**config.mk**
```make
export PLATFORM = sky130hd
export DESIGN_NAME = control_decoder
export DESIGN_NICKNAME = d
export VERILOG_FILES = /design/src/source/sys1_pkg.sv /design/src/source/control_decoder.sv
export SDC_FILE = /design/constraint.sdc
export NUM_CORES = 1
export LEC_CHECK = 0
export ABC_AREA = 0
export BUFFER_PORTS_ARGS = -buffer_cell sky130_fd_sc_hd__clkbuf_2
export CORE_MARGIN = 8
export CORE_UTILIZATION = 44
export DETAILED_ROUTE_END_ITERATION = 6
export PLACE_DENSITY = 0.84
export SLEW_MARGIN = 5
export SYNTH_ARGS = -nofsm -noshare
export SYNTH_HDL_FRONTEND = slang
export SYNTH_SLANG_ARGS = --single-unit
```
**constraint.sdc**
```tcl
create_clock -name clk_sys -period 3.6 [get_ports clk_sys]
set_input_delay 0.18 -clock clk_sys [delete_from_list [all_inputs] [get_ports clk_sys]]
set_output_delay 0.18 -clock clk_sys [all_outputs]
set_load 0.01 [all_outputs]
```
**src/source/sys1_pkg.sv**
```systemverilog
package sys1_pkg;

	// ############################################################
	// Vector types
	// ############################################################

	typedef logic [7:0]  byte_t;
	typedef logic [15:0] word_t;
	typedef logic [31:0] dword_t;
	typedef logic [24:0] load_addr_t;
	typedef logic [22:0] gfx_addr_t;
	typedef logic [14:0] main_addr_t;
	typedef logic [13:0] sound_addr_t;
	typedef logic [11:0] joy_t;

	// Bit 10 toggles per event, bit 9 is pressed, bits 8:0 the code
	typedef logic [10:0] scancode_t;

	// ############################################################
	// Loader stream layout
	// ############################################################

	// Byte offsets of each cartridge region in the index-0 stream
	localparam load_addr_t REGION_ROM1 = 25'h008_0000;
	localparam load_addr_t REGION_ROM2 = 25'h009_0000;
	localparam load_addr_t REGION_ROM3 = 25'h00A_0000;
	localparam load_addr_t REGION_SLAP = 25'h00A_8000;
	localparam load_addr_t REGION_ROM0 = 25'h00B_0000;
	localparam load_addr_t REGION_SND0 = 25'h00B_8000;
	localparam load_addr_t REGION_SND1 = 25'h00B_C000;
	localparam load_addr_t REGION_SND2 = 25'h00C_0000;

	// Bank depths as address widths
	localparam int MAIN_WIDE_BITS   = 15;
	localparam int MAIN_NARROW_BITS = 14;
	localparam int SOUND_BITS       = 14;

	// Stream index values
	localparam byte_t INDEX_ROM       = 8'd0;
	localparam byte_t INDEX_SLAP_TYPE = 8'd1;

	// Slapstic type, 105 is the board default
	localparam byte_t SLAP_DEFAULT = 8'd105;
	localparam byte_t SLAP_SHIFTED = 8'd105;

	// ############################################################
	// Keyboard scancodes
	// ############################################################

	localparam logic [8:0] KEY_P1_UP    = 9'h175;
	localparam logic [8:0] KEY_P1_DOWN  = 9'h172;
	localparam logic [8:0] KEY_P1_LEFT  = 9'h16B;
	localparam logic [8:0] KEY_P1_RIGHT = 9'h174;
	localparam logic [8:0] KEY_P1_WHIP  = 9'h014;
	localparam logic [8:0] KEY_P1_JUMP  = 9'h011;
	localparam logic [8:0] KEY_P2_UP    = 9'h02D;
	localparam logic [8:0] KEY_P2_DOWN  = 9'h02B;
	localparam logic [8:0] KEY_P2_LEFT  = 9'h023;
	localparam logic [8:0] KEY_P2_RIGHT = 9'h034;
	localparam logic [8:0] KEY_P2_WHIP  = 9'h01C;
	localparam logic [8:0] KEY_P2_JUMP  = 9'h01B;
	localparam logic [8:0] KEY_COIN_L   = 9'h02E;
	localparam logic [8:0] KEY_COIN_R   = 9'h036;
	localparam logic [8:0] KEY_COIN_AUX = 9'h03D;

endpackage

```
**src/source/control_decoder.sv**
```systemverilog
`timescale 1ns/10ps

module control_decoder import sys1_pkg::*; (
	input  logic       clk_sys,
	input  logic       reset,
	input  scancode_t  key_event,
	input  joy_t       joy0,
	input  joy_t       joy1,
	input  logic       service,
	input  byte_t      slap_type,
	output byte_t      ctl_joy,
	output logic [2:0] ctl_coin_n,
	output logic [4:0] ctl_pb_n,
	output logic       ctl_self_test_n
);

	logic toggle_q;
	logic key_strobe;
	logic pressed;

	// Directions kept as up, down, left, right in bits 3 to 0
	logic [3:0] p1_dir;
	logic [3:0] p2_dir;
	logic       p1_whip;
	logic       p1_jump;
	logic       p2_whip;
	logic       p2_jump;
	logic       coin_l;
	logic       coin_r;
	logic       coin_aux;
	logic [3:0] joy_dir;

	// ############################################################
	// Key event latches
	// ############################################################

	assign key_strobe = (key_event[10] != toggle_q);
	assign pressed    = key_event[9];

	always_ff @(posedge clk_sys) begin
		if (reset) begin
			// Track the current toggle so reset raises no stale event
			toggle_q <= key_event[10];
			p1_dir   <= '0;
			p2_dir   <= '0;
			p1_whip  <= 1'b0;
			p1_jump  <= 1'b0;
			p2_whip  <= 1'b0;
			p2_jump  <= 1'b0;
			coin_l   <= 1'b0;
			coin_r   <= 1'b0;
			coin_aux <= 1'b0;
		end else begin
			toggle_q <= key_event[10];
			if (key_strobe) begin
				case (key_event[8:0])
					KEY_P1_UP:    p1_dir[3] <= pressed;
					KEY_P1_DOWN:  p1_dir[2] <= pressed;
					KEY_P1_LEFT:  p1_dir[1] <= pressed;
					KEY_P1_RIGHT: p1_dir[0] <= pressed;
					KEY_P1_WHIP:  p1_whip   <= pressed;
					KEY_P1_JUMP:  p1_jump   <= pressed;
					KEY_P2_UP:    p2_dir[3] <= pressed;
					KEY_P2_DOWN:  p2_dir[2] <= pressed;
					KEY_P2_LEFT:  p2_dir[1] <= pressed;
					KEY_P2_RIGHT: p2_dir[0] <= pressed;
					KEY_P2_WHIP:  p2_whip   <= pressed;
					KEY_P2_JUMP:  p2_jump   <= pressed;
					KEY_COIN_L:   coin_l    <= pressed;
					KEY_COIN_R:   coin_r    <= pressed;
					KEY_COIN_AUX: coin_aux  <= pressed;
					default: ;  // unlisted keys are ignored
				endcase
			end
		end
	end

	// ############################################################
	// Board control lines
	// ############################################################

	assign joy_dir = p2_dir | p1_dir | joy1[3:0] | joy0[3:0];

	// Type 105 reads its ADC inputs one position higher
	assign ctl_joy = (slap_type == SLAP_SHIFTED) ? {3'b000, joy_dir, 1'b0}
	                                             : {4'b0000, joy_dir};

	// Coin lines, joystick coin button doubles as left coin
	assign ctl_coin_n = {!coin_aux, !coin_r, !(coin_l || joy0[8])};

	// Switches 5 and 4 unused, then jump, P2 whip, P1 whip
	assign ctl_pb_n = {2'b11,
	                   !(p2_jump || p1_jump || joy1[5] || joy0[5]),
	                   !(p2_whip || joy1[5] || joy0[5]),
	                   !(p1_whip || joy1[4] || joy0[4])};

	assign ctl_self_test_n = !service;

endmodule

```
==> out/qor.csv <==
metric,value,unit
outcome,completed,
ff_latch_area,320,um^2
syn_area_per_cell,8.88,um^2
timing.final.crit_share,43.1,%
port_buffers,46,
cts_setup_buffers,0,
cellPowerDensity,302,mW/mm^2
vias,988,
crit_buf_inv,1,
place.gp.congestion,0.837,
final_cell_mix,"46 x clkbuf_2, 16 x dfxtp_1, 14 x nand4_1, 14 x nand3b_1, 14 x o21ai_0",
final_common_cell,clkbuf_2,
synth_ff_type,dfxtp_1,
vdd_ir_drop_max,0.218,mV
p_leak,0.510,nW
clock-root-buffer,clkbuf_4,
reg2regPathDepth,4,
die_h,62.5,um
synth_area_leaders,"dfxtp_1 34%, nand3b_1 11%, nand4_1 9.2%",
crit_required,3.42,ns
hold_end,toggle_q,
async_flop_share,0,%
initial_utilization,44.6,%
slew_viol_final,0,
tightestPinTransition,0.601,ns
end_kind,output port,
grt_max_degree,17,
largestRegisters,"p1_dir: 4 flops, p2_dir: 4 flops",
h-tree-depth,1,
crit_fanout,2,
slowest_delay,0.45,ns
hpwl,2070,um
grt_pass1_vias,999,
diodes,0,
finalNetCount,199,
top_layer_used,met4,
grt_setup_unrepaired,no,
yosys_warnings,0,
cts.path.max_buffers,2,
post_drt_wl_per_cell,14.7,um
fill_cells,218,
drcViolationCount,0,
r2r_slack,2.05,ns
dr_wl_met3,219,um
r2r_start,toggle_q,
die-area,0.00390,mm^2
die_w,62.5,um
ctsHoldBuffers,0,
yosysTopAreaCellShare,33.7,%
worst_path_dominant_cell_family,simple AND/OR/NAND/NOR gates,
cts_resized,0,
area_delta_synth_final,27.4,%
maxCapViolations,0,
overflow,0,
ant_nets,0,
vias_per_cell,5.49,
drt-met1-wl,1200,um
hp-start,key_event[10],
wl_met2,1160,um
slew_headroom,59.9,%
grt_first_pass_wirelength,4300,um
synth_edf_count,0,
finalHoldViolCount,0,
cp.depth,3,
antenna_found_initial,0,
fin_skew,0.0112,ns
min_period,1.55,ns
firstDrtPassIters,4,
cts.sink_count,16,
cts_tree,yes,
ys_ff_latch,16,
r2r-end,p1_dir[1],
worstPathCellList,"nor4_1, mux2i_1, clkbuf_2",
p_total,0.365,mW
ys_types,24,
multi_input_area,577,um^2
fmax,645,MHz
criticalPathCategory,flip-flop to output port,
holdPathStages,1,
critPathArrivalTime,1.37,ns
clk_pin_slew_worst_paths,0.11,ns
io_pins,63,
clock_latency,0.30,ns
routed_wl,2640,um
synth_top_cell_by_area,dfxtp_1,
cp_slowest_cell,nor4_1,
hold_class,primary input to flip-flop,
grt_use_total,13.0,%
numCtsBuffers,3,
netlist_instances,107,
drive_gt1_share,36.8,%
drt_iter0_drc,37,
syn_area,950,um^2
setup_viol,0,
fp.coreArea,0.00213,mm^2
ys_seq_area_share,33.7,%
critPathLaunchType,flip-flop,
placementRows,17,
final.setup.tns,0,ns
[cells in the mapped netlist (all sizes together) (3+ instances only)]
| cell type | count |
|---|---|
| nand3b | 14 |
| and4bb | 3 |
| mux2i | 4 |
| nand4 | 14 |
| o21ai | 14 |
| nor4b | 3 |
| nor2 | 3 |
| buf | 6 |
| dfxtp | 16 |
| inv | 3 |
| nor4bb | 3 |
| nor4 | 5 |
[logic make-up (layout without fill, tap and decap cells)]
logic type	after synthesis	count (layout)	synth area share, %
other cells	2	5	0.791
flops	16	16	33.7
xor+xnor	1	1	1.71
simple gates	58	58	44.9
buf+inv	11	53	6.72
compound gates	15	15	7.90
mux	4	4	4.22
[report_power, final]
group          internal [mW]  switching (mW)  total, mW
registers              0.178        0.000549      0.178
logic                 0.0286          0.0352     0.0638
clock network         0.0617          0.0616      0.123
total                  0.268          0.0974      0.365
[how the worst max path moves through the flow]
stage | from | slack [ns] | end
6_report | p1_dir[1] | 2.05 | ctl_joy[1]
5_1_grt | p2_dir[1] | 1.95 | ctl_joy[2]
4_1_cts | p2_dir[1] | 2.05 | ctl_joy[2]
3_5_place_dp | toggle_q | 2.09 | p1_dir[1]
3_3_place_gp | toggle_q | 2.18 | p1_dir[1]
2_1_floorplan | slap_type[4] | 2.47 | ctl_joy[1]
[cell type report]
type	count	area share (%)
timing repair buffer	46	19.0
multi-input combinational	83	47.7
inverter	3	0.931
tap	28	2.90
clock buffer	4	3.00
sequential	16	26.5
[metal layers]
layer / up-vias / track usage [%]
met5: - / 0
met4: 0 / 5.98
met3: 9 / 4.84
met2: 49 / 21.2
met1: 440 / 14.6
li1: 490 / -
[through the flow]
stage	hold WS (ns)	setup slack (ns)	util, %	cell area [um^2]	instances
finish	0.0181	2.05	56.9	1210	180
global route	0.0108	1.95	56.9	1210	180
CTS	0.0150	2.05	56.9	1210	180
detailed placement	0.333	2.09	55.2	1170	176
global placement	0.328	2.18	55.2	1170	176
floorplan	0.208	2.47	-	961	110
(Power assumes the default switching activity.)
