--- config.mk ---
export PLATFORM = sky130hd
export DESIGN_NAME = gfx_mem_arbiter
export DESIGN_NICKNAME = d
export VERILOG_FILES = /design/src/source/sys1_pkg.sv /design/src/source/gfx_mem_arbiter.sv
export SDC_FILE = /design/constraint.sdc
export NUM_CORES = 1
export LEC_CHECK = 0
export BUFFER_PORTS_ARGS = -buffer_cell sky130_fd_sc_hd__buf_2
export CORE_MARGIN = 4
export CORE_UTILIZATION = 33
export CTS_CLUSTER_SIZE = 25
export DETAILED_ROUTE_END_ITERATION = 16
export GPL_ROUTABILITY_DRIVEN = 1
export PLACE_DENSITY_LB_ADDON = 0.12
export SYNTH_ARGS = -nofsm -noshare
export SYNTH_HDL_FRONTEND = slang
export SYNTH_SLANG_ARGS = --single-unit
--- constraint.sdc ---
create_clock -name clk_sys -period 1.2 [get_ports clk_sys]
set_clock_uncertainty 0.15 [all_clocks]
set_input_delay 0.12 -clock clk_sys [delete_from_list [all_inputs] [get_ports clk_sys]]
set_output_delay 0.12 -clock clk_sys [all_outputs]
set_load 0.1 [all_outputs]
--- src/source/sys1_pkg.sv ---
package sys1_pkg;

	// ############################################################
	// Vector types
	// ############################################################

	typedef logic [7:0]  byte_t;
	typedef logic [15:0] word_t;
	typedef logic [31:0] dword_t;
	typedef logic [24:0] load_addr_t;
	typedef logic [22:0] gfx_addr_t;
	typedef logic [14:0] main_addr_t;
	typedef logic [13:0] sound_addr_t;
	typedef logic [11:0] joy_t;

	// Bit 10 toggles per event, bit 9 is pressed, bits 8:0 the code
	typedef logic [10:0] scancode_t;

	// ############################################################
	// Loader stream layout
	// ############################################################

	// Byte offsets of each cartridge region in the index-0 stream
	localparam load_addr_t REGION_ROM1 = 25'h008_0000;
	localparam load_addr_t REGION_ROM2 = 25'h009_0000;
	localparam load_addr_t REGION_ROM3 = 25'h00A_0000;
	localparam load_addr_t REGION_SLAP = 25'h00A_8000;
	localparam load_addr_t REGION_ROM0 = 25'h00B_0000;
	localparam load_addr_t REGION_SND0 = 25'h00B_8000;
	localparam load_addr_t REGION_SND1 = 25'h00B_C000;
	localparam load_addr_t REGION_SND2 = 25'h00C_0000;

	// Bank depths as address widths
	localparam int MAIN_WIDE_BITS   = 15;
	localparam int MAIN_NARROW_BITS = 14;
	localparam int SOUND_BITS       = 14;

	// Stream index values
	localparam byte_t INDEX_ROM       = 8'd0;
	localparam byte_t INDEX_SLAP_TYPE = 8'd1;

	// Slapstic type, 105 is the board default
	localparam byte_t SLAP_DEFAULT = 8'd105;
	localparam byte_t SLAP_SHIFTED = 8'd105;

	// ############################################################
	// Keyboard scancodes
	// ############################################################

	localparam logic [8:0] KEY_P1_UP    = 9'h175;
	localparam logic [8:0] KEY_P1_DOWN  = 9'h172;
	localparam logic [8:0] KEY_P1_LEFT  = 9'h16B;
	localparam logic [8:0] KEY_P1_RIGHT = 9'h174;
	localparam logic [8:0] KEY_P1_WHIP  = 9'h014;
	localparam logic [8:0] KEY_P1_JUMP  = 9'h011;
	localparam logic [8:0] KEY_P2_UP    = 9'h02D;
	localparam logic [8:0] KEY_P2_DOWN  = 9'h02B;
	localparam logic [8:0] KEY_P2_LEFT  = 9'h023;
	localparam logic [8:0] KEY_P2_RIGHT = 9'h034;
	localparam logic [8:0] KEY_P2_WHIP  = 9'h01C;
	localparam logic [8:0] KEY_P2_JUMP  = 9'h01B;
	localparam logic [8:0] KEY_COIN_L   = 9'h02E;
	localparam logic [8:0] KEY_COIN_R   = 9'h036;
	localparam logic [8:0] KEY_COIN_AUX = 9'h03D;

endpackage

--- src/source/gfx_mem_arbiter.sv ---
`timescale 1ns/10ps

module gfx_mem_arbiter import sys1_pkg::*; (
	input  logic      clk_sys,
	input  logic      reset,
	input  logic      loader_active,
	input  logic      pack_we,
	input  gfx_addr_t pack_addr,
	input  dword_t    pack_data,
	input  gfx_addr_t video_addr,
	input  dword_t    gfx_mem_rdata,
	input  logic      gfx_mem_ready,
	output gfx_addr_t gfx_mem_addr,
	output dword_t    gfx_mem_wdata,
	output logic      gfx_mem_we,
	output dword_t    video_data,
	output logic      load_wait
);

	// Held loader write, stable while the port belongs to the loader
	gfx_addr_t wr_addr_q;
	logic      wr_we_q;
	logic      loader_owns;

	always_ff @(posedge clk_sys) begin
		if (reset) begin
			wr_we_q <= 1'b0;
		end else begin
			wr_we_q <= pack_we;
		end
	end

	always_ff @(posedge clk_sys) begin
		if (pack_we) begin
			wr_addr_q     <= pack_addr;
			gfx_mem_wdata <= pack_data;
		end
	end

	// Last dword may land just after download drops, keep ownership for it
	assign loader_owns = loader_active || wr_we_q;

	assign gfx_mem_addr = loader_owns ? wr_addr_q : video_addr;
	assign gfx_mem_we   = wr_we_q;

	// Video fetch reads straight from the shared memory
	assign video_data = gfx_mem_rdata;

	// Host holds its next byte while memory is busy
	assign load_wait = !gfx_mem_ready;

endmodule

==> results of run 1 <==
## cells by family (layout without fill, tap and decap cells)
| family | Yosys count | after routing | share of synthesized area (%) |
|---|---|---|---|
| buffers and inverters | 35 | 212 | 12.3 |
| flip-flops | 56 | 56 | 75.1 |
| multiplexers | 23 | 23 | 11.8 |
| AND/OR/NAND/NOR | 2 | 2 | 0.787 |
## per-layer routing
metal	global-route usage, %	part of all wire, %	vias up
li1	-	-	742
met1	14.8	31	712
met5	0	0	-
met3	8.85	13	18
met4	6.51	2.6	0
met2	28.9	53	129
## power groups by stage
| stage | registers [mW] | clock network (mW) | logic, mW |
|---|---|---|---|
| 2_1_floorplan | 3.04 | 0 | 1.28 |
| 3_5_place_dp | 2.45 | 0 | 2.36 |
| 3_3_place_gp | 2.44 | 0 | 2.35 |
| 4_1_cts | 2.41 | 1.24 | 2.51 |
| 5_1_grt | 2.42 | 1.34 | 2.58 |
| 6_report | 2.40 | 1.20 | 2.51 |
## final timing paths
check	end	startpoint	slack (ns)	depth (start not counted)
worst max-delay path	gfx_mem_addr[2]	gfx_mem_we	-0.60	4
worst min-delay path	video_data[0]	gfx_mem_rdata[0]	0.09	0
## state kept, by name, indices dropped and copies added, names as in the netlist
signal and count:
gfx_mem_wdata 32, gfx_mem_we 1, wr_addr_q 23
## repair_timing
item,4_1_cts,5_1_grt
endpoints found under the setup margin,31,56
setup buffers,1,1
hold buffers,56,0
hold endpoints to repair,56,0
resized for setup,1,3
## cell usage in the layout (no fill, tap or decap), drive strengths merged
cell,n
nor2,1
clkinv,2
dlygate4sd3,56
buf,147
nor2b,1
clkbuf,5
dfxtp,1
edfxtp,55
bufinv,1
mux2,23
inv,1
## layout make-up
type	instances	area [um2]	area share, %
repair buffers	203	2230	49.8
flip-flops and latches	56	1680	37.4
inverters	1	3.75	0.0839
multi-input cells	25	359	8.02
clock buffers	5	68.8	1.54
well taps	77	96.3	2.15
clock inverters	3	42.5	0.951
## through the flow
| stage | utilization [%] | std cells | area [um2] |
|---|---|---|---|
| detailed placement | 58.4 | 304 | 3770 |
| global placement | 58.4 | 304 | 3770 |
| finish | 69.3 | 370 | 4480 |
| floorplan | - | 116 | 2300 |
| global route | 69.3 | 370 | 4480 |
| CTS | 69.0 | 369 | 4460 |
==> results.yml, run 1 <==
power_and_ir_drop:
  irDropWorstVdd_mv: 0.743
  p_int_mw: 3.93
  p_seq_share_pct: 39.3
  pwr_density_cell_nw_per_um2: 1370
  netSwitchingFraction_pct: 35.7
  switchingPower_mw: 2.18
  power.static_leakage_nw: 1.94
  clock_power_share_pct: 19.6
  p_total_mw: 6.12
  pwr-share-comb_pct: 41.1
routing:
  first_pass_iters: 3
  viasPerCell: 4.33
  drt_iter0_markers: 11
  drc: 0
  drt_wl_total_um: 6340
  routed-via-count: 1601
  ant_nets: 0
  avgRoutedWirePerCell_um: 17.1
synth:
  postSynth.topFlopCell: "sky130_fd_sc_hd__edfxtp_1"
  netlist_area_um2: 2230
  synth_area_leaders: "sky130_fd_sc_hd__edfxtp_1 (74%), sky130_fd_sc_hd__mux2_2 (11%), sky130_fd_sc_hd__buf_4 (11%)"
  ys_top_cells_by_count: "sky130_fd_sc_hd__edfxtp_1 (55), sky130_fd_sc_hd__buf_4 (32), sky130_fd_sc_hd__mux2_2 (22)"
  ys_async_sr_fraction_pct: 0
  post-synth-top-area-fraction_pct: 74.2
  synthesis.area_per_instance_um2: 19.2
  synth_area_leader_cell: "sky130_fd_sc_hd__edfxtp_1"
  register_bit_total_from_synthesis: 56
  synth_cell_types: 9
  synth_fp_nets: 231
  synth_edf_count: 55
  post_synth_inst_count: 116
  synth_warnings: 0
  ys_seq_area_share_pct: 75.1
  yosys.cell_count.top_type: "sky130_fd_sc_hd__edfxtp_1"
floorplanning:
  die_area_um2: 8120
  ports_placed_on_the_boundary: 204
  die_height_um: 90.1
  core_area_um2: 6460
  die_width_um: 90.1
  initial_util_pct: 34.5
  placement_rows: 29
setup_path:
  setup.worst_path.class: "flop to output pin"
  crit_path_frequent_cell: "sky130_fd_sc_hd__buf_12"
  worstSetupStartpointType: "flop"
  highest_net_fanout_along_the_worst_path: 14
  cp_num_buf_inv: 2
  critical-path-max-stage-delay_ns: 0.37
  crit_slowest_cell: "sky130_fd_sc_hd__dfxtp_4"
  timing.critical_path.arrival_ns: 1.53
  crit_chain: "nor2_4 -> buf_12 -> mux2_4 -> buf_12"
  crit_end_element: "output pin"
  crit_family: "flip-flops"
  cp.required_ns: 0.93
place:
  pre_cts_slack_ns: -0.272
  finalWeightedCongestion: 0.726
  final_hpwl_dp_um: 4620
  port_buffers: 139
run:
  cap_viol_max_count: 0
layout:
  area.growth.synth_to_final_pct: 101
  design.final.nets: 407
  post_route_cells_drive_above_1_share_pct: 61.1
  diode_count: 0
  fill_cells: 425
global_route:
  grt_pass1_vias: 1790
  grt_max_degree: 32
  first_pass_grt_wire_length_um: 10000
  grt_remaining_overflow: 0
  grt_antenna_before_repair: 0
  groute.usage.overall_pct: 16.0
worst_hold_path:
  hold_class: "input pin to output pin"
clock_tree:
  tritoncts_num_sinks: 56
  ctsHtreeMaxLevel: 2
  clk_pin_slew_ns: 0.10
  cts_root_buffer: "sky130_fd_sc_hd__clkbuf_8"
  tritoncts: "built"
  clock_path_buffers: 2
  cts_buffers: 5
sta:
  worst_slew_margin_rel_pct: 87.3
  fin_hold_ws_ns: 0.0900
  timing.final.crit_period_ns: 1.80
  totalNegativeSetupSlack_ns: -13.51
  fmaxAchievable_ghz: 0.557
  setup_repair_after_global_routing_missed_its_margin: "yes"
  final_critical_path_setup_slack_ns: -0.597
  worst_tran_pin_value_ns: 0.190
  timing.final.max_slew_violations: 0
  hold_violations: 0
  final.period_utilization_pct: 150
  timing.final.setup_violations: 25
outcome:
  run_status: "finished with violations"
  violations: "setup timing"
(Power assumes the default switching activity.)
==> run 2, diff against run 1 <==
Settings changed: ABC_AREA from default to 1, CTS_CLUSTER_DIAMETER from default to 200.
==> results.yml, run 2 <==
sta:
  hold_violations: 0
  setup_repair_after_global_routing_missed_its_margin: "yes"
  final.period_utilization_pct: 140
  timing.final.setup_violations: 41
  worst_tran_pin_value_ns: 0.241
  fin_hold_ws_ns: 0.0901
  timing.final.max_slew_violations: 0
  worst_slew_margin_rel_pct: 83.9
  timing.final.crit_period_ns: 1.68
  fmaxAchievable_ghz: 0.594
  final_critical_path_setup_slack_ns: -0.484
power_and_ir_drop:
  p_total_mw: 6.52
  netSwitchingFraction_pct: 39.7
  p_seq_share_pct: 37.5
  p_int_mw: 3.93
  pwr_density_cell_nw_per_um2: 1200
  pwr-share-comb_pct: 46.2
  switchingPower_mw: 2.58
  power.static_leakage_nw: 2.22
  clock_power_share_pct: 16.3
  irDropWorstVdd_mv: 0.930
routing:
  routed-via-count: 1960
  drt_wl_total_um: 8750
  viasPerCell: 4.57
  avgRoutedWirePerCell_um: 20.4
  drc: 0
  first_pass_iters: 4
  ant_nets: 0
  drt_iter0_markers: 67
synth:
  synth_area_leaders: "sky130_fd_sc_hd__edfxtp_1 (73%), sky130_fd_sc_hd__buf_4 (11%), sky130_fd_sc_hd__nand2_1 (7.6%)"
  dominant_combinational_cell_family_by_area_after_synthesis: "buffers and inverters"
  postSynth.topFlopCell: "sky130_fd_sc_hd__edfxtp_1"
  synth_warnings: 0
  post-synth-top-area-fraction_pct: 73.2
  ys_top_cells_by_count: "sky130_fd_sc_hd__edfxtp_1 (55), sky130_fd_sc_hd__nand2_1 (46), sky130_fd_sc_hd__buf_4 (34)"
  synth_edf_count: 55
  synthesis.area_per_instance_um2: 13.5
  synth_compound_gate_area_share_pct: 5.10
  post_synth_xor_area_fraction_pct: 0
  synth_area_leader_cell: "sky130_fd_sc_hd__edfxtp_1"
  synth_cell_types: 10
  yosys.cell_count.top_type: "sky130_fd_sc_hd__edfxtp_1"
  ys_async_sr_fraction_pct: 0
  ys_seq_area_share_pct: 74.1
  register_bit_total_from_synthesis: 56
  netlist_area_um2: 2260
  post_synth_inst_count: 167
  yosys-mux-area-fraction_pct: 0
  synth_fp_nets: 282
  arithmetic_cell_share_of_the_synthesized_area_counting_full_adders_half_adders_and_majority_gates_pct: 0
  synth-simple-area-share_pct: 8.31
setup_path:
  highest_net_fanout_along_the_worst_path: 8
  worstSetupStartpointType: "flop"
  cp.required_ns: 0.93
  critical-path-max-stage-delay_ns: 0.37
  cp_num_buf_inv: 3
  setup.worst_path.class: "flop to output pin"
  crit_end_element: "output pin"
  crit_slowest_cell: "sky130_fd_sc_hd__dfxtp_4"
  crit_chain: "buf_4 -> buf_12 -> o21ai_4 -> nand2_8 -> buf_12"
  crit_family: "buffers and inverters"
  timing.critical_path.arrival_ns: 1.41
  crit_path_frequent_cell: "sky130_fd_sc_hd__buf_12"
global_route:
  most_crowded_layer_gr: "met2"
  grt_max_degree: 32
  grt_pass1_vias: 2313
  grt_antenna_before_repair: 0
  grt_remaining_overflow: 0
  grt_util_met3_pct: 11.4
  first_pass_grt_wire_length_um: 13700
  groute.layer.met1.usage_pct: 20.7
  global_route.usage.met2_pct: 41.3
  groute.usage.overall_pct: 22.0
outcome:
  violations: "setup timing"
  run_status: "finished with violations"
clock_tree:
  tritoncts: "built"
  ctsHtreeMaxLevel: 2
  cts_root_buffer: "sky130_fd_sc_hd__clkbuf_8"
  clock_path_buffers: 2
  cts_buffers: 5
  clk_pin_slew_ns: 0.10
  tritoncts_num_sinks: 56
layout:
  top_register: "gfx_mem_wdata"
  largest_register_ffs: 32
  area.growth.synth_to_final_pct: 142
  design.final.nets: 466
  post-route-util_pct: 84.0
  post_route_cells_drive_above_1_share_pct: 67.0
  fin_area_um2: 5450
  final_cell_mix: "sky130_fd_sc_hd__buf_2 (82), sky130_fd_sc_hd__buf_12 (65), sky130_fd_sc_hd__dlygate4sd3_1 (56), sky130_fd_sc_hd__edfxtp_1 (55), sky130_fd_sc_hd__nand2_8 (30)"
  layout.cells.most_common: "sky130_fd_sc_hd__buf_2"
  fill_cells: 289
  diode_count: 0
floorplanning:
  initial_util_pct: 34.8
  placement_rows: 29
  ports_placed_on_the_boundary: 204
  die_height_um: 90.7
  core_area_um2: 6490
  die_width_um: 90.7
  die_area_um2: 8230
worst_hold_path:
  hold_class: "input pin to output pin"
place:
  port_buffers: 139
  finalWeightedCongestion: 0.692
  final_hpwl_dp_um: 5530
  detailed_place.area_um2: 4430
run:
  cap_viol_max_count: 0
-- run 2: cell types whose count changed after synthesis, sizes merged --
| cell | change |
|---|---|
| buf | +2 |
| inv | +1 |
| o21ai | +23 |
| mux2 | -23 |
| nand2 | +46 |
| nor2b | -1 |
| nor2 | +1 |
| clkbuf | +2 |
-- run 2: power by group through the flow --
| stage | registers [mW] | logic [mW] | clock network, mW |
|---|---|---|---|
| 6_report | 2.45 | 3.01 | 1.06 |
| 5_1_grt | 2.46 | 3.10 | 1.19 |
| 4_1_cts | 2.44 | 2.99 | 1.09 |
| 3_5_place_dp | 2.49 | 2.68 | 0 |
| 3_3_place_gp | 2.48 | 2.67 | 0 |
| 2_1_floorplan | 3.08 | 1.54 | 0 |
-- run 2: path summary, 6_finish.rpt --
path | to | slack, ns | start | cells past startpoint
hold / removal | video_data[11] | 0.09 | gfx_mem_rdata[11] | 0
setup / recovery | gfx_mem_addr[11] | -0.48 | gfx_mem_we | 5
-- run 2: logic make-up after synthesis --
family                 after synthesis
AOI/OAI and AO/OA                   23
DFF                                 56
and+or+nand+nor                     48
buffers and inverters               40
-- run 2: layout make-up --
type / count / area (um2) / area share, %
timing repair buffer: 215 / 2440 / 44.8
clock inverter: 2 / 17.5 / 0.321
tap: 77 / 96.3 / 1.77
clock buffer: 6 / 72.6 / 1.33
multi-input combinational: 71 / 1140 / 20.9
sequential: 56 / 1680 / 30.7
inverter: 2 / 7.51 / 0.138
-- run 2: routing by layer --
layer  wire [um]  share of wire, %
met2        4890                56
met5           0                 0
met4         170               1.9
met3        1160                13
met1        2530                29
-- run 2: what timing repair did --
| action | CTS | global route |
|---|---|---|
| setup buffers | 5 | 1 |
| resized for setup | 47 | 4 |
| endpoints found under the hold margin | 56 | 0 |
| setup endpoints to repair | 40 | 56 |
| pin swaps | 7 | 8 |
| hold buffers | 56 | 0 |
| cloned | 3 | 0 |
-- run 2: through the flow --
stage,worst slack [ns],cells,setup TNS [ns]
finish,-0.484,429,-10.87
global route,-0.548,429,-13.69
CTS,-0.489,428,-11.02
detailed placement,-0.147,358,-2.69
global placement,-0.134,358,-2.36
floorplan,-0.176,167,-3.91
