File: src/source/sys1_pkg.sv
package sys1_pkg;

	// ############################################################
	// Vector types
	// ############################################################

	typedef logic [7:0]  byte_t;
	typedef logic [15:0] word_t;
	typedef logic [31:0] dword_t;
	typedef logic [24:0] load_addr_t;
	typedef logic [22:0] gfx_addr_t;
	typedef logic [14:0] main_addr_t;
	typedef logic [13:0] sound_addr_t;
	typedef logic [11:0] joy_t;

	// Bit 10 toggles per event, bit 9 is pressed, bits 8:0 the code
	typedef logic [10:0] scancode_t;

	// ############################################################
	// Loader stream layout
	// ############################################################

	// Byte offsets of each cartridge region in the index-0 stream
	localparam load_addr_t REGION_ROM1 = 25'h008_0000;
	localparam load_addr_t REGION_ROM2 = 25'h009_0000;
	localparam load_addr_t REGION_ROM3 = 25'h00A_0000;
	localparam load_addr_t REGION_SLAP = 25'h00A_8000;
	localparam load_addr_t REGION_ROM0 = 25'h00B_0000;
	localparam load_addr_t REGION_SND0 = 25'h00B_8000;
	localparam load_addr_t REGION_SND1 = 25'h00B_C000;
	localparam load_addr_t REGION_SND2 = 25'h00C_0000;

	// Bank depths as address widths
	localparam int MAIN_WIDE_BITS   = 15;
	localparam int MAIN_NARROW_BITS = 14;
	localparam int SOUND_BITS       = 14;

	// Stream index values
	localparam byte_t INDEX_ROM       = 8'd0;
	localparam byte_t INDEX_SLAP_TYPE = 8'd1;

	// Slapstic type, 105 is the board default
	localparam byte_t SLAP_DEFAULT = 8'd105;
	localparam byte_t SLAP_SHIFTED = 8'd105;

	// ############################################################
	// Keyboard scancodes
	// ############################################################

	localparam logic [8:0] KEY_P1_UP    = 9'h175;
	localparam logic [8:0] KEY_P1_DOWN  = 9'h172;
	localparam logic [8:0] KEY_P1_LEFT  = 9'h16B;
	localparam logic [8:0] KEY_P1_RIGHT = 9'h174;
	localparam logic [8:0] KEY_P1_WHIP  = 9'h014;
	localparam logic [8:0] KEY_P1_JUMP  = 9'h011;
	localparam logic [8:0] KEY_P2_UP    = 9'h02D;
	localparam logic [8:0] KEY_P2_DOWN  = 9'h02B;
	localparam logic [8:0] KEY_P2_LEFT  = 9'h023;
	localparam logic [8:0] KEY_P2_RIGHT = 9'h034;
	localparam logic [8:0] KEY_P2_WHIP  = 9'h01C;
	localparam logic [8:0] KEY_P2_JUMP  = 9'h01B;
	localparam logic [8:0] KEY_COIN_L   = 9'h02E;
	localparam logic [8:0] KEY_COIN_R   = 9'h036;
	localparam logic [8:0] KEY_COIN_AUX = 9'h03D;

endpackage

File: src/source/rom_loader.sv
`timescale 1ns/10ps

module rom_loader import sys1_pkg::*; (
	input  logic            clk_sys,
	input  logic            reset,
	input  logic            load_download,
	input  logic            load_wr,
	input  byte_t           load_index,
	input  load_addr_t      load_addr,
	input  byte_t           load_data,
	output logic            loader_active,
	output logic [4:0]      main_wr_en,
	output logic [2:0]      sound_wr_en,
	output main_addr_t      bank_wr_addr,
	output word_t           bank_wr_main,
	output byte_t           bank_wr_sound,
	output logic            pack_we,
	output gfx_addr_t       pack_addr,
	output dword_t          pack_data,
	output logic            slap_type_unused_n,
	output byte_t           slap_type
);

	// Last three index-0 bytes, oldest in the top byte
	logic [23:0] acc;

	logic       rom_byte;
	logic       slap_byte;
	logic [4:0] main_hit;
	logic [2:0] sound_hit;

	// ############################################################
	// Stream qualification and region decode
	// ############################################################

	assign rom_byte  = load_wr && load_download && (load_index == INDEX_ROM);
	assign slap_byte = load_wr && (load_index == INDEX_SLAP_TYPE);

	// Bank order matches the select order: ROM0, ROM1, ROM2, ROM3, SLAP
	assign main_hit[0] = (load_addr[24:15] == REGION_ROM0[24:15]);
	assign main_hit[1] = (load_addr[24:16] == REGION_ROM1[24:16]);
	assign main_hit[2] = (load_addr[24:16] == REGION_ROM2[24:16]);
	assign main_hit[3] = (load_addr[24:15] == REGION_ROM3[24:15]);
	assign main_hit[4] = (load_addr[24:15] == REGION_SLAP[24:15]);

	// Sound banks are 16 KB each
	assign sound_hit[0] = (load_addr[24:14] == REGION_SND0[24:14]);
	assign sound_hit[1] = (load_addr[24:14] == REGION_SND1[24:14]);
	assign sound_hit[2] = (load_addr[24:14] == REGION_SND2[24:14]);

	// Slapstic type is not a real output pin, flag shows non-default type
	assign slap_type_unused_n = (slap_type == SLAP_DEFAULT);

	// ############################################################
	// Strobes and control registers
	// ############################################################

	always_ff @(posedge clk_sys) begin
		if (reset) begin
			loader_active <= 1'b0;
			main_wr_en    <= '0;
			sound_wr_en   <= '0;
			pack_we       <= 1'b0;
			slap_type     <= SLAP_DEFAULT;
		end else begin
			loader_active <= load_download;
			// Word complete on the odd byte
			main_wr_en    <= (rom_byte && load_addr[0]) ? main_hit : 5'b0;
			sound_wr_en   <= rom_byte ? sound_hit : 3'b0;
			// Dword complete on the fourth byte
			pack_we       <= rom_byte && (&load_addr[1:0]);
			if (slap_byte) begin
				slap_type <= load_data;
			end
		end
	end

	// ############################################################
	// Byte history and write payload
	// ############################################################

	always_ff @(posedge clk_sys) begin
		if (rom_byte) begin
			acc           <= {acc[15:0], load_data};
			bank_wr_main  <= {acc[7:0], load_data};
			bank_wr_sound <= load_data;
			// Sound banks take a byte offset, main banks a word offset
			if (|sound_hit) begin
				bank_wr_addr <= {1'b0, load_addr[SOUND_BITS-1:0]};
			end else begin
				bank_wr_addr <= load_addr[15:1];
			end
			pack_data     <= {acc, load_data};
			pack_addr     <= load_addr[24:2];
		end
	end

endmodule

File: config.mk
export PLATFORM = sky130hd
export DESIGN_NAME = rom_loader
export DESIGN_NICKNAME = d
export VERILOG_FILES = /design/src/source/sys1_pkg.sv /design/src/source/rom_loader.sv
export SDC_FILE = /design/constraint.sdc
export NUM_CORES = 1
export LEC_CHECK = 0
export ABC_AREA = 1
export BUFFER_PORTS_ARGS = -buffer_cell sky130_fd_sc_hd__buf_4
export CAP_MARGIN = 20
export CORE_MARGIN = 8
export CORE_UTILIZATION = 45
export CTS_BUF_LIST = sky130_fd_sc_hd__clkbuf_2
export DETAILED_ROUTE_END_ITERATION = 10
export PLACE_DENSITY_LB_ADDON = 0.3
export SLEW_MARGIN = 20
export SYNTH_ARGS = -nofsm -noshare
export SYNTH_HDL_FRONTEND = slang
export SYNTH_SLANG_ARGS = --single-unit
File: constraint.sdc
create_clock -name clk_sys -period 5.8 [get_ports clk_sys]
set_input_delay 1.45 -clock clk_sys [delete_from_list [all_inputs] [get_ports clk_sys]]
set_output_delay 1.45 -clock clk_sys [all_outputs]
set_load 0.01 [all_outputs]
==> key figures, run 1 <==
Outcome
  • Status: completed

Global routing
  • Gr usage total: 15.1%
  • Met2 usage: 26.7%
  • Final global-route overflow total: 0
  • Initial antenna violation count: 0
  • Busiest grt layer: met2
  • Global routing met1 resource utilization: 16.1%
  • Largest net degree at the start of global routing: 47
  • First-pass GRT wire length: 12.0 mm
  • Met3 Usage GRT: 4.09%
  • Vias in the first global route: 2,338

Drt
  • Routed WL: 7.89 mm
  • Via-per-instance ratio: 4.59
  • Wire per inst: 15.6 um
  • Number of DRC markers in iteration 0: 72
  • DRT antenna net count: 0
  • Residual DRC count: 0
  • DR vias: 2,322
  • First-pass iteration count of the detailed router: 4

Setup path
  • Crit path kind: in -> reg
  • R2R depth: 0
  • Worst Setup End Kind: flip-flop
  • R2r setup slk: 5.02 ns
  • Startpoint Class: primary input
  • Crit path required time: 5.97 ns
  • Worst Path Arrival: 3.13 ns
  • RR Endpoint: bank_wr_main[8]
  • Worst R2R Start: bank_wr_main[0]
  • Worst-path fanout max: 46

Logic synthesis
  • Synth Instances: 262
  • Synth Area in Compound Gates: 0.484%
  • Simple-Gate Fraction of Synth Area: 17.8%
  • Unique masters post-synth: 19
  • Syn nets: 307
  • Ys Warns: 0
  • Synth Area in Adders: 0%
  • Multiplexer area fraction after synthesis: 0%
  • Post-Synth XOR/XNOR Area: 0%
  • Register area share after synthesis: 73.2%
  • Mapped Area: 3360 um^2
  • Seq cells post-synth: 88
  • Mapped Avg Cell Area: 12.8 um^2
  • Main combinational cell family by area after synthesis: simple AND/OR/NAND/NOR gates

Clock network
  • H-tree depth: 3
  • Postcts setup bufs: 0
  • Clock Pin Slew Worst Setup and Hold Paths: 0.23 ns
  • Total CTS buffers: 9
  • CTS Hold Bufs: 0
  • Clock Tree Root: clkbuf_2
  • Longest Clk Path Bufs: 2
  • Post-CTS Resized: 0
  • CTS tree: yes
  • Sink Count: 88
  • Insertion delay to the later sink of the worst-skew pair: 0.51 ns

Timing
  • Layout Skew: 0.0217 ns
  • Final cycle utilization of the critical path: 51.0%
  • Final period demand of the worst path: 2.96 ns
  • Setup Viol. Count Final: 0
  • RSZ-0062 raised after global routing: false
  • Slew Viols, Final: 0
  • TNS Setup: 0 ns
  • Least-Margin Pin Slew: 0.816 ns
  • Fmax: 338 MHz
  • Slew margin rel.: 45.5%
  • Hold Vio Cnt, Final: 0

Job
  • Max_cap viols: 0

Cells and area
  • P&R area growth vs syn: 36.8%
  • Filler cell count: 582
  • Ant. Diodes: 0
  • Final core occ: 63.4%
  • Fin cells: 506
  • Layout cells sized above 1: 48.4%
  • Final instance area: 4600 um^2
  • Final net count: 447
  • Commonest non-fill, non-tap cell in the layout: buf_4
  • Most frequent cells in the layout: buf_4, edfxtp_1, nand2_1

Power
  • NetSw: 227 uW
  • Gate power share: 4.7%
  • Worst VDD drop: 0.000134 V
  • Pleak: 1.98 nW
  • Register share of total power: 63.2%
  • Net Sw Frac: 21.2%
  • Power Internal: 846 uW
  • Pwr per Cell Area: 234 nW/um^2
  • Clock share of power: 32.1%

Min path
  • HP Class: reg -> reg
  • Worst hold start: pack_data[17]
  • Hold endpoint: pack_data[25]
  • Hold depth: 0

Placed design
  • Placed wire-length estimate: 6.04 mm
  • Routability Congestion: 0.785
  • PortBufs: 157
  • Placed inst area: 4460 um^2
  • Placed Cells: 490

Die
  • Cell row count: 31
  • Initial Utilization: 46.4%
  • Die Ht: 102 um
  • Total Die Area: 10,500 um^2
  • Die X: 102 um
  • Top Ports: 158
  • Core area: 7250 um^2
## final cells by class
class	instances	area (um^2)	share of cell area [%]
flip-flops and latches	88	2460	53.6
repair buffers	158	1190	25.8
multi-input cells	128	622	13.5
well taps	99	124	2.69
clock inverters	7	95.1	2.07
inverters	17	63.8	1.39
clock buffers	9	45.0	0.980
## state kept, by name (all words and copies together) (netlist names)
register	flops
bank_wr_addr	15
slap_type	8
sound_wr_en	3
main_wr_en	5
loader_active	1
bank_wr_main	15
pack_data	17
pack_addr	23
pack_we	1
## power by group through the flow
stage          combinational [mW]  clock [mW]  sequential, mW
4_1_cts                    0.0513       0.357           0.678
3_5_place_dp               0.0510           0           0.692
6_report                   0.0510       0.344           0.678
3_3_place_gp               0.0492           0           0.692
5_1_grt                    0.0568       0.379           0.679
2_1_floorplan              0.0155           0           0.692
## synth_stat cells
library cell	count	area [um^2]
buf_2	2	10.0
inv_1	15	56.3
nand2_2	11	68.8
nand4_1	7	43.8
nor2_1	29	109
nand3_4	1	17.5
nor2_2	5	31.3
edfxtp_1	70	2100
nor3_1	1	5.00
clkbuf_1	1	3.75
buf_4	25	188
nand2_4	1	11.3
nor2_4	2	22.5
inv_2	2	7.51
buf_12	1	20.0
o21ai_4	1	16.3
nand3_1	21	105
nand2_1	49	184
dfxtp_1	18	360
## routing by layer
metal / vias to the layer above / wire [um]
met3: 12 / 606
met2: 91 / 4280
met5: - / 0
li1: 1140 / -
met4: 0 / 161
met1: 1079 / 2850
## critical path, stage by stage
cell	delay, ns
buf_4	0.11
nor2_1	0.16
nand3_1	0.14
nor2_4	0.64
buf_4	0.60
## per-stage QoR
step                      worst slack (ns)  total power, mW  hold slack [ns]
final                                 2.84             1.07            0.486
after detailed placement              2.29            0.743            0.440
after floorplan                      0.494            0.708            0.499
after global placement                2.35            0.741            0.433
after global routing                  2.77             1.11            0.506
after CTS                             2.90             1.09            0.492
## logic make-up after synthesis
logic type             count (synthesis)
buffers and inverters                 46
AOI/OAI and AO/OA                      1
DFF                                   88
and+or+nand+nor                      127
## worst max-delay path by stage
| stage | start | endpoint | slack, ns | depth (start not counted) |
|---|---|---|---|---|
| after floorplan | load_index[3] | main_wr_en[0] | 0.49 | 5 |
| after global placement | load_index[3] | pack_data[28] | 2.35 | 5 |
| after detailed placement | load_index[3] | pack_data[20] | 2.29 | 5 |
| after CTS | load_index[3] | pack_data[16] | 2.90 | 5 |
| after global routing | load_index[3] | bank_wr_main[5] | 2.77 | 5 |
| final | load_index[3] | bank_wr_main[7] | 2.84 | 5 |
Power figures use the tool's default switching activity.
==> inputs of run 2 (changes only) <==
--- a/config.mk
+++ b/config.mk
@@ -5,7 +5,7 @@
 export SDC_FILE = /design/constraint.sdc
 export NUM_CORES = 1
 export LEC_CHECK = 0
-export ABC_AREA = 1
+export ABC_AREA = 0
 export BUFFER_PORTS_ARGS = -buffer_cell sky130_fd_sc_hd__buf_4
 export CAP_MARGIN = 20
 export CORE_MARGIN = 8
==> constraint.sdc (replaced) <==
create_clock -name clk_sys -period 2.95 [get_ports clk_sys]
set_input_delay 0.7375 -clock clk_sys [delete_from_list [all_inputs] [get_ports clk_sys]]
set_output_delay 0.7375 -clock clk_sys [all_outputs]
set_load 0.01 [all_outputs]
==> key figures, run 2 <==
Outcome
  • Status: completed

Cells and area
  • Filler cell count: 552 (-5.2%)
  • Fin cells: 428 (-15%)
  • Commonest non-fill, non-tap cell in the layout: buf_4
  • Biggest register: pack_addr
  • Final core occ: 64.6% (+1.2 points)
  • Ant. Diodes: 0 (unchanged)
  • Final net count: 372 (-17%)
  • Max reg flops: 23 (unchanged)
  • Total area of sequential cells: 2460 um^2 (unchanged)
  • Layout cells sized above 1: 57.5% (+9.1 points)
  • Most frequent cells in the layout: buf_4, edfxtp_1, dfxtp_1
  • P&R area growth vs syn: 39.0%
  • Multi-input logic area: 499 um^2 (-20%)
  • Biggest regs: pack_addr: 23 flops, pack_data: 17 flops

Drt
  • Via-per-instance ratio: 4.62 (+0.71%)
  • First-pass iteration count of the detailed router: 4 (unchanged)
  • DR vias: 1,978 (-15%)
  • DRT antenna net count: 0 (unchanged)
  • Residual DRC count: 0 (unchanged)
  • Number of DRC markers in iteration 0: 75 (+4.2%)
  • Wire per inst: 17.3 um (+11%)
  • Routed WL: 7.42 mm (-5.9%)

Die
  • Top Ports: 158 (unchanged)
  • Core area: 6830 um^2 (-5.8%)
  • Cell row count: 30 (-3.2%)
  • Die Ht: 100 um (-2.4%)
  • Total Die Area: 10,000 um^2 (-4.7%)
  • Initial Utilization: 46.5% (+0.13 points)
  • Die X: 100 um (-2.4%)

Logic synthesis
  • Register area share after synthesis: 77.5% (+4.3 points)
  • Synth Instances: 185 (-29%)
  • Area contributors post-synth: edfxtp_1, dfxtp_1, buf_4
  • Cell taking the most area after synthesis: edfxtp_1
  • Synth Flop Type: edfxtp_1
  • Main combinational cell family by area after synthesis: simple AND/OR/NAND/NOR gates
  • Synth Area in Compound Gates: 1.06% (+0.58 points)
  • Ys Warns: 0 (unchanged)
  • Syn nets: 230 (-25%)
  • Seq cells post-synth: 88 (unchanged)
  • Most instantiated library cell after synthesis: edfxtp_1
  • Post-Synth XOR/XNOR Area: 0% (unchanged)
  • Multiplexer area fraction after synthesis: 5.87% (+5.9 points)
  • Number of synthesized flops with an enable pin: 70 (unchanged)
  • Post-synth top cells: edfxtp_1, buf_4, dfxtp_1
  • Async SR Flop Fraction: 0% (unchanged)
  • Mapped Avg Cell Area: 17.2 um^2 (+34%)
  • Unique masters post-synth: 27 (+8)
  • Mapped Area: 3180 um^2 (-5.5%)
  • Post-synth top area share: 66.2% (+3.7 points)
  • Synth Area in Adders: 0% (unchanged)
  • Simple-Gate Fraction of Synth Area: 8.79% (-9.0 points)

Power
  • Worst VDD drop: 0.000274 V (+100%)
  • Pwr per Cell Area: 458 nW/um^2 (+96%)
  • Total power: 2.02 mW (+88%)
  • Pleak: 1.79 nW (-9.6%)

Setup path
  • Worst Path Arrival: 1.65 ns (-1.48 ns)
  • Startpoint Class: flip-flop
  • Worst Setup End Kind: output pin
  • Crit path required time: 2.21 ns (-3.76 ns)
  • Worst-path fanout max: 3 (-93%)
  • Crit path kind: reg -> out

Timing
  • RSZ-0062 raised after global routing: false
  • Fin Hold WS: 0.388 ns (-0.0977 ns)
  • TNS Setup: 0 ns (unchanged)
  • Final cycle utilization of the critical path: 80.9%
  • Hold Vio Cnt, Final: 0 (unchanged)
  • Slew Viols, Final: 0 (unchanged)
  • Least-Margin Pin Slew: 0.554 ns (-0.262 ns)
  • Slew margin rel.: 63.0% (+17 points)
  • Setup Viol. Count Final: 0 (unchanged)
  • Final period demand of the worst path: 2.39 ns
  • Fmax: 419 MHz
  • Layout Skew: 0.0101 ns (-0.0116 ns)

Placed design
  • Placed Cells: 412 (-16%)
  • Placed wire-length estimate: 5.66 mm (-6.3%)
  • Routability Congestion: 0.790 (+0.71%)
  • PortBufs: 157 (unchanged)

Global routing
  • First-pass GRT wire length: 11.0 mm (-8.5%)
  • Largest net degree at the start of global routing: 71 (+51%)
  • Final global-route overflow total: 0 (unchanged)
  • Initial antenna violation count: 0 (unchanged)
  • Gr usage total: 14.3% (-0.78 points)
  • Vias in the first global route: 1,970 (-16%)

Clock network
  • Sink Count: 88 (unchanged)
  • Clock Tree Root: clkbuf_2
  • H-tree depth: 3 (unchanged)
  • Postcts setup bufs: 0 (unchanged)
  • CTS Hold Bufs: 0 (unchanged)
  • Post-CTS Resized: 0 (unchanged)
  • Total CTS buffers: 9 (unchanged)
  • CTS tree: yes
  • Insertion delay to the later sink of the worst-skew pair: 0.49 ns (-0.02 ns)
  • Clock Pin Slew Worst Setup and Hold Paths: 0.25 ns (+0.02 ns)
  • Longest Clk Path Bufs: 2 (unchanged)

Min path
  • HP Class: in -> reg

Job
  • Max_cap viols: 0 (unchanged)
==> run 2: cell types whose count changed in the layout (fill, tap and decap cells not counted), moves of 3 or more <==
cell / change
a21oi_1: +5
inv_1: -14
mux2_2: +13
mux2i_1: +4
nand2_1: -45
nand2_2: -11
nand3_1: -20
nand4_1: -6
nor2_1: -16
nor2_2: -4
nor2_4: -3
nor3_1: +5
nor4_1: +6
==> run 2: kinds of logic (layout without fill, tap and decap cells) <==
group | after synthesis | in the layout
DFF | 88 | 88
buffers and inverters | 30 | 177
muxes | 17 | 17
AOI/OAI and AO/OA | 6 | 6
and+or+nand+nor | 44 | 44
==> run 2: layout make-up <==
| type | instances | share of cell area, % |
|---|---|---|
| tap | 96 | 2.72 |
| clock inverter | 7 | 1.62 |
| sequential | 88 | 55.8 |
| inverter | 2 | 0.255 |
| multi-input combinational | 67 | 11.3 |
| clock buffer | 9 | 1.02 |
| timing repair buffer | 159 | 27.3 |
==> run 2: path summary, 6_finish.rpt <==
kind / slack, ns / endpoint / cells after the start / from
max: 0.56 / slap_type_unused_n / 3 / slap_type[0]
min: 0.39 / pack_addr[22] / 1 / load_addr[24]
max reg2reg: 2.22 / bank_wr_main[8] / 0 / bank_wr_main[0]
min reg2reg: 0.49 / pack_data[25] / 0 / pack_data[17]
==> run 2: report_power, final <==
group | switching [mW] | internal, mW | leakage, nW
registers | 0.000620 | 1.33 | 0.774
clock network | 0.402 | 0.195 | 0.0659
logic | 0.0364 | 0.0526 | 0.950
==> run 2: stage by stage <==
stage	area [um^2]	setup slack (ns)
floorplan	3180	0.500
global placement	4300	0.638
detailed placement	4300	0.534
CTS	4420	0.508
global route	4420	0.460
finish	4420	0.564
==> run 2: worst max-delay path, stage by stage, from the launching register on <==
cell and delay [ns]:
dfxtp_1 0.40, or4bb_1 0.51, nor2_1 0.11, buf_4 0.13
==> run 2: routing by layer <==
| metal | global-route usage [%] | vias up | routed length, um |
|---|---|---|---|
| met5 | 0 | - | 0 |
| met4 | 7.33 | 0 | 131 |
| met3 | 5.81 | 10 | 662 |
| li1 | - | 951 | - |
| met2 | 23.7 | 85 | 3770 |
| met1 | 15.5 | 932 | 2860 |
==> inputs of run 3 (changes only) <==
==> constraint.sdc (replaced) <==
create_clock -name clk_sys -period 2.4 [get_ports clk_sys]
set_input_delay 0.6 -clock clk_sys [delete_from_list [all_inputs] [get_ports clk_sys]]
set_output_delay 0.6 -clock clk_sys [all_outputs]
set_load 0.01 [all_outputs]
==> key figures, run 3 (synthesized netlist as in run 2, its figures left out) <==
Setup path
  • Crit path kind: reg -> out
  • Worst Setup End Kind: output pin
  • R2r setup slk: 1.66 ns (-0.56 ns)
  • RR Endpoint: bank_wr_main[8]
  • Worst-path fanout max: 3 (unchanged)
  • Crit path required time: 1.80 ns (-0.41 ns)
  • Startpoint Class: flip-flop
  • CP startpoint: slap_type[0]
  • Worst R2R Start: bank_wr_main[0]
  • Worst setup path end: slap_type_unused_n
  • Worst Path Arrival: 1.63 ns (-0.02 ns)
  • R2R depth: 0 (unchanged)

Cells and area
  • Final net count: 373 (+0.27%)
  • Biggest regs: pack_addr: 23 flops, pack_data: 17 flops
  • Fin cells: 429 (+0.23%)
  • Biggest register: pack_addr
  • Most frequent cells in the layout: buf_4, edfxtp_1, dfxtp_1
  • P&R area growth vs syn: 40.1%
  • Ant. Diodes: 0 (unchanged)
  • Commonest non-fill, non-tap cell in the layout: buf_4
  • Final core occ: 65.1% (+0.48 points)
  • Layout cells sized above 1: 57.7% (+0.13 points)
  • Max reg flops: 23 (unchanged)
  • Filler cell count: 520 (-5.8%)

Min path
  • HP Class: in -> reg

Power
  • Worst VDD drop: 0.000312 V (+14%)
  • Pwr per Cell Area: 557 nW/um^2 (+22%)
  • Clock share of power: 29.4% (-0.2 points)
  • Power Internal: 1.94 mW (+23%)
  • Net Sw Frac: 21.6% (-0.16 points)
  • Pleak: 1.80 nW (+0.60%)
  • Gate power share: 4.5% (about the same)
  • NetSw: 535 uW (+22%)
  • Register share of total power: 66.1% (about the same)

Die
  • Top Ports: 158 (unchanged)
  • Total Die Area: 10,000 um^2 (unchanged)
  • Die X: 100 um (unchanged)
  • Die Ht: 100 um (unchanged)
  • Core area: 6830 um^2 (unchanged)
  • Cell row count: 30 (unchanged)
  • Initial Utilization: 46.5% (unchanged)

Global routing
  • Largest net degree at the start of global routing: 42 (-41%)
  • Gr usage total: 14.6% (+0.23 points)
  • Final global-route overflow total: 0 (unchanged)
  • Vias in the first global route: 2,141 (+8.7%)
  • First-pass GRT wire length: 11.2 mm (+2.1%)
  • Initial antenna violation count: 0 (unchanged)

Drt
  • First-pass iteration count of the detailed router: 4 (unchanged)
  • Number of DRC markers in iteration 0: 62 (-17%)
  • Via-per-instance ratio: 4.65 (+0.67%)
  • Wire per inst: 17.7 um (+1.8%)
  • DR vias: 1,996 (+0.91%)
  • Routed WL: 7.58 mm (+2.1%)
  • Residual DRC count: 0 (unchanged)
  • DRT antenna net count: 0 (unchanged)

Clock network
  • Clock Pin Slew Worst Setup and Hold Paths: 0.26 ns (about the same)
  • CTS Hold Bufs: 0 (unchanged)
  • Insertion delay to the later sink of the worst-skew pair: 0.49 ns (about the same)
  • CTS tree: yes
  • Total CTS buffers: 9 (unchanged)
  • Sink Count: 88 (unchanged)
  • Clock Tree Root: clkbuf_2
  • Post-CTS Resized: 0 (unchanged)
  • H-tree depth: 3 (unchanged)
  • Longest Clk Path Bufs: 2 (unchanged)
  • Postcts setup bufs: 0 (unchanged)

Placed design
  • Placed Cells: 413 (+0.24%)
  • Placed wire-length estimate: 5.85 mm (+3.3%)
  • Routability Congestion: 0.743 (-6.0%)
  • PortBufs: 157 (unchanged)

Timing
  • Setup Viol. Count Final: 0 (unchanged)
  • Fmax: 448 MHz
  • Layout Skew: 0.0176 ns (+0.00745 ns)
  • RSZ-0062 raised after global routing: false
  • TNS Setup: 0 ns (unchanged)
  • Final period demand of the worst path: 2.23 ns
  • Slew Viols, Final: 0 (unchanged)
  • Least-Margin Pin Slew: 0.508 ns (-0.0459 ns)
  • Slew margin rel.: 66.0% (+3.1 points)
  • Hold Vio Cnt, Final: 0 (unchanged)
  • Final cycle utilization of the critical path: 92.9%

Outcome
  • Status: completed

Job
  • Max_cap viols: 0 (unchanged)
## run 3: changes by cell type in the layout (fill, tap and decap cells not counted), sizes merged
cell | previous run | this run
buf | 159 | 160
## run 3: through the flow
stage / setup WS, ns / hold WS [ns] / power (mW) / cell area (um^2)
2_1_floorplan: 0.0877 / 0.499 / 1.70 / 3180
3_3_place_gp: 0.267 / 0.434 / 1.78 / 4330
3_5_place_dp: 0.173 / 0.437 / 1.78 / 4330
4_1_cts: 0.116 / 0.212 / 2.50 / 4450
5_1_grt: 0.0250 / 0.177 / 2.58 / 4450
6_report: 0.170 / 0.256 / 2.48 / 4450
## run 3: area by class of cell
cell class                      count  area [um^2]  area share [%]
Sequential cell                    88         2460            55.4
Clock inverter                      7         71.3            1.60
Tap cell                           96          120            2.70
Clock buffer                        9         45.0            1.01
Timing Repair Buffer              160         1240            27.8
Inverter                            2         11.3           0.253
Multi-Input combinational cell     67          499            11.2
## run 3: power by group through the flow
stage	clock network (mW)	logic [mW]	registers [mW]
after CTS	0.749	0.112	1.64
after global routing	0.819	0.120	1.64
after detailed placement	0	0.111	1.67
after global placement	0	0.107	1.67
final	0.728	0.111	1.64
after floorplan	0	0.0244	1.67
## run 3: critical path, stage by stage (launching register included)
cell and delay [ns]:
dfxtp_1 0.41, or4bb_1 0.51, nor2_1 0.11, buf_4 0.13
## run 3: worst min-delay path by stage
stage	start	cells past startpoint	to	slack, ns
final	load_addr[20]	1	pack_addr[18]	0.26
after global routing	load_addr[20]	1	pack_addr[18]	0.18
after CTS	load_addr[20]	1	pack_addr[18]	0.21
after detailed placement	pack_data[20]	0	pack_data[28]	0.44
after global placement	pack_data[17]	0	pack_data[25]	0.43
after floorplan	pack_data[16]	0	pack_data[24]	0.50
## run 3: metal layers
metal | global-route usage, % | wire length, um | vias up
met5 | 0 | 0 | -
met4 | 7.67 | 156 | 0
met3 | 5.54 | 665 | 13
met2 | 24.8 | 3920 | 84
met1 | 15.3 | 2830 | 944
li1 | - | - | 955
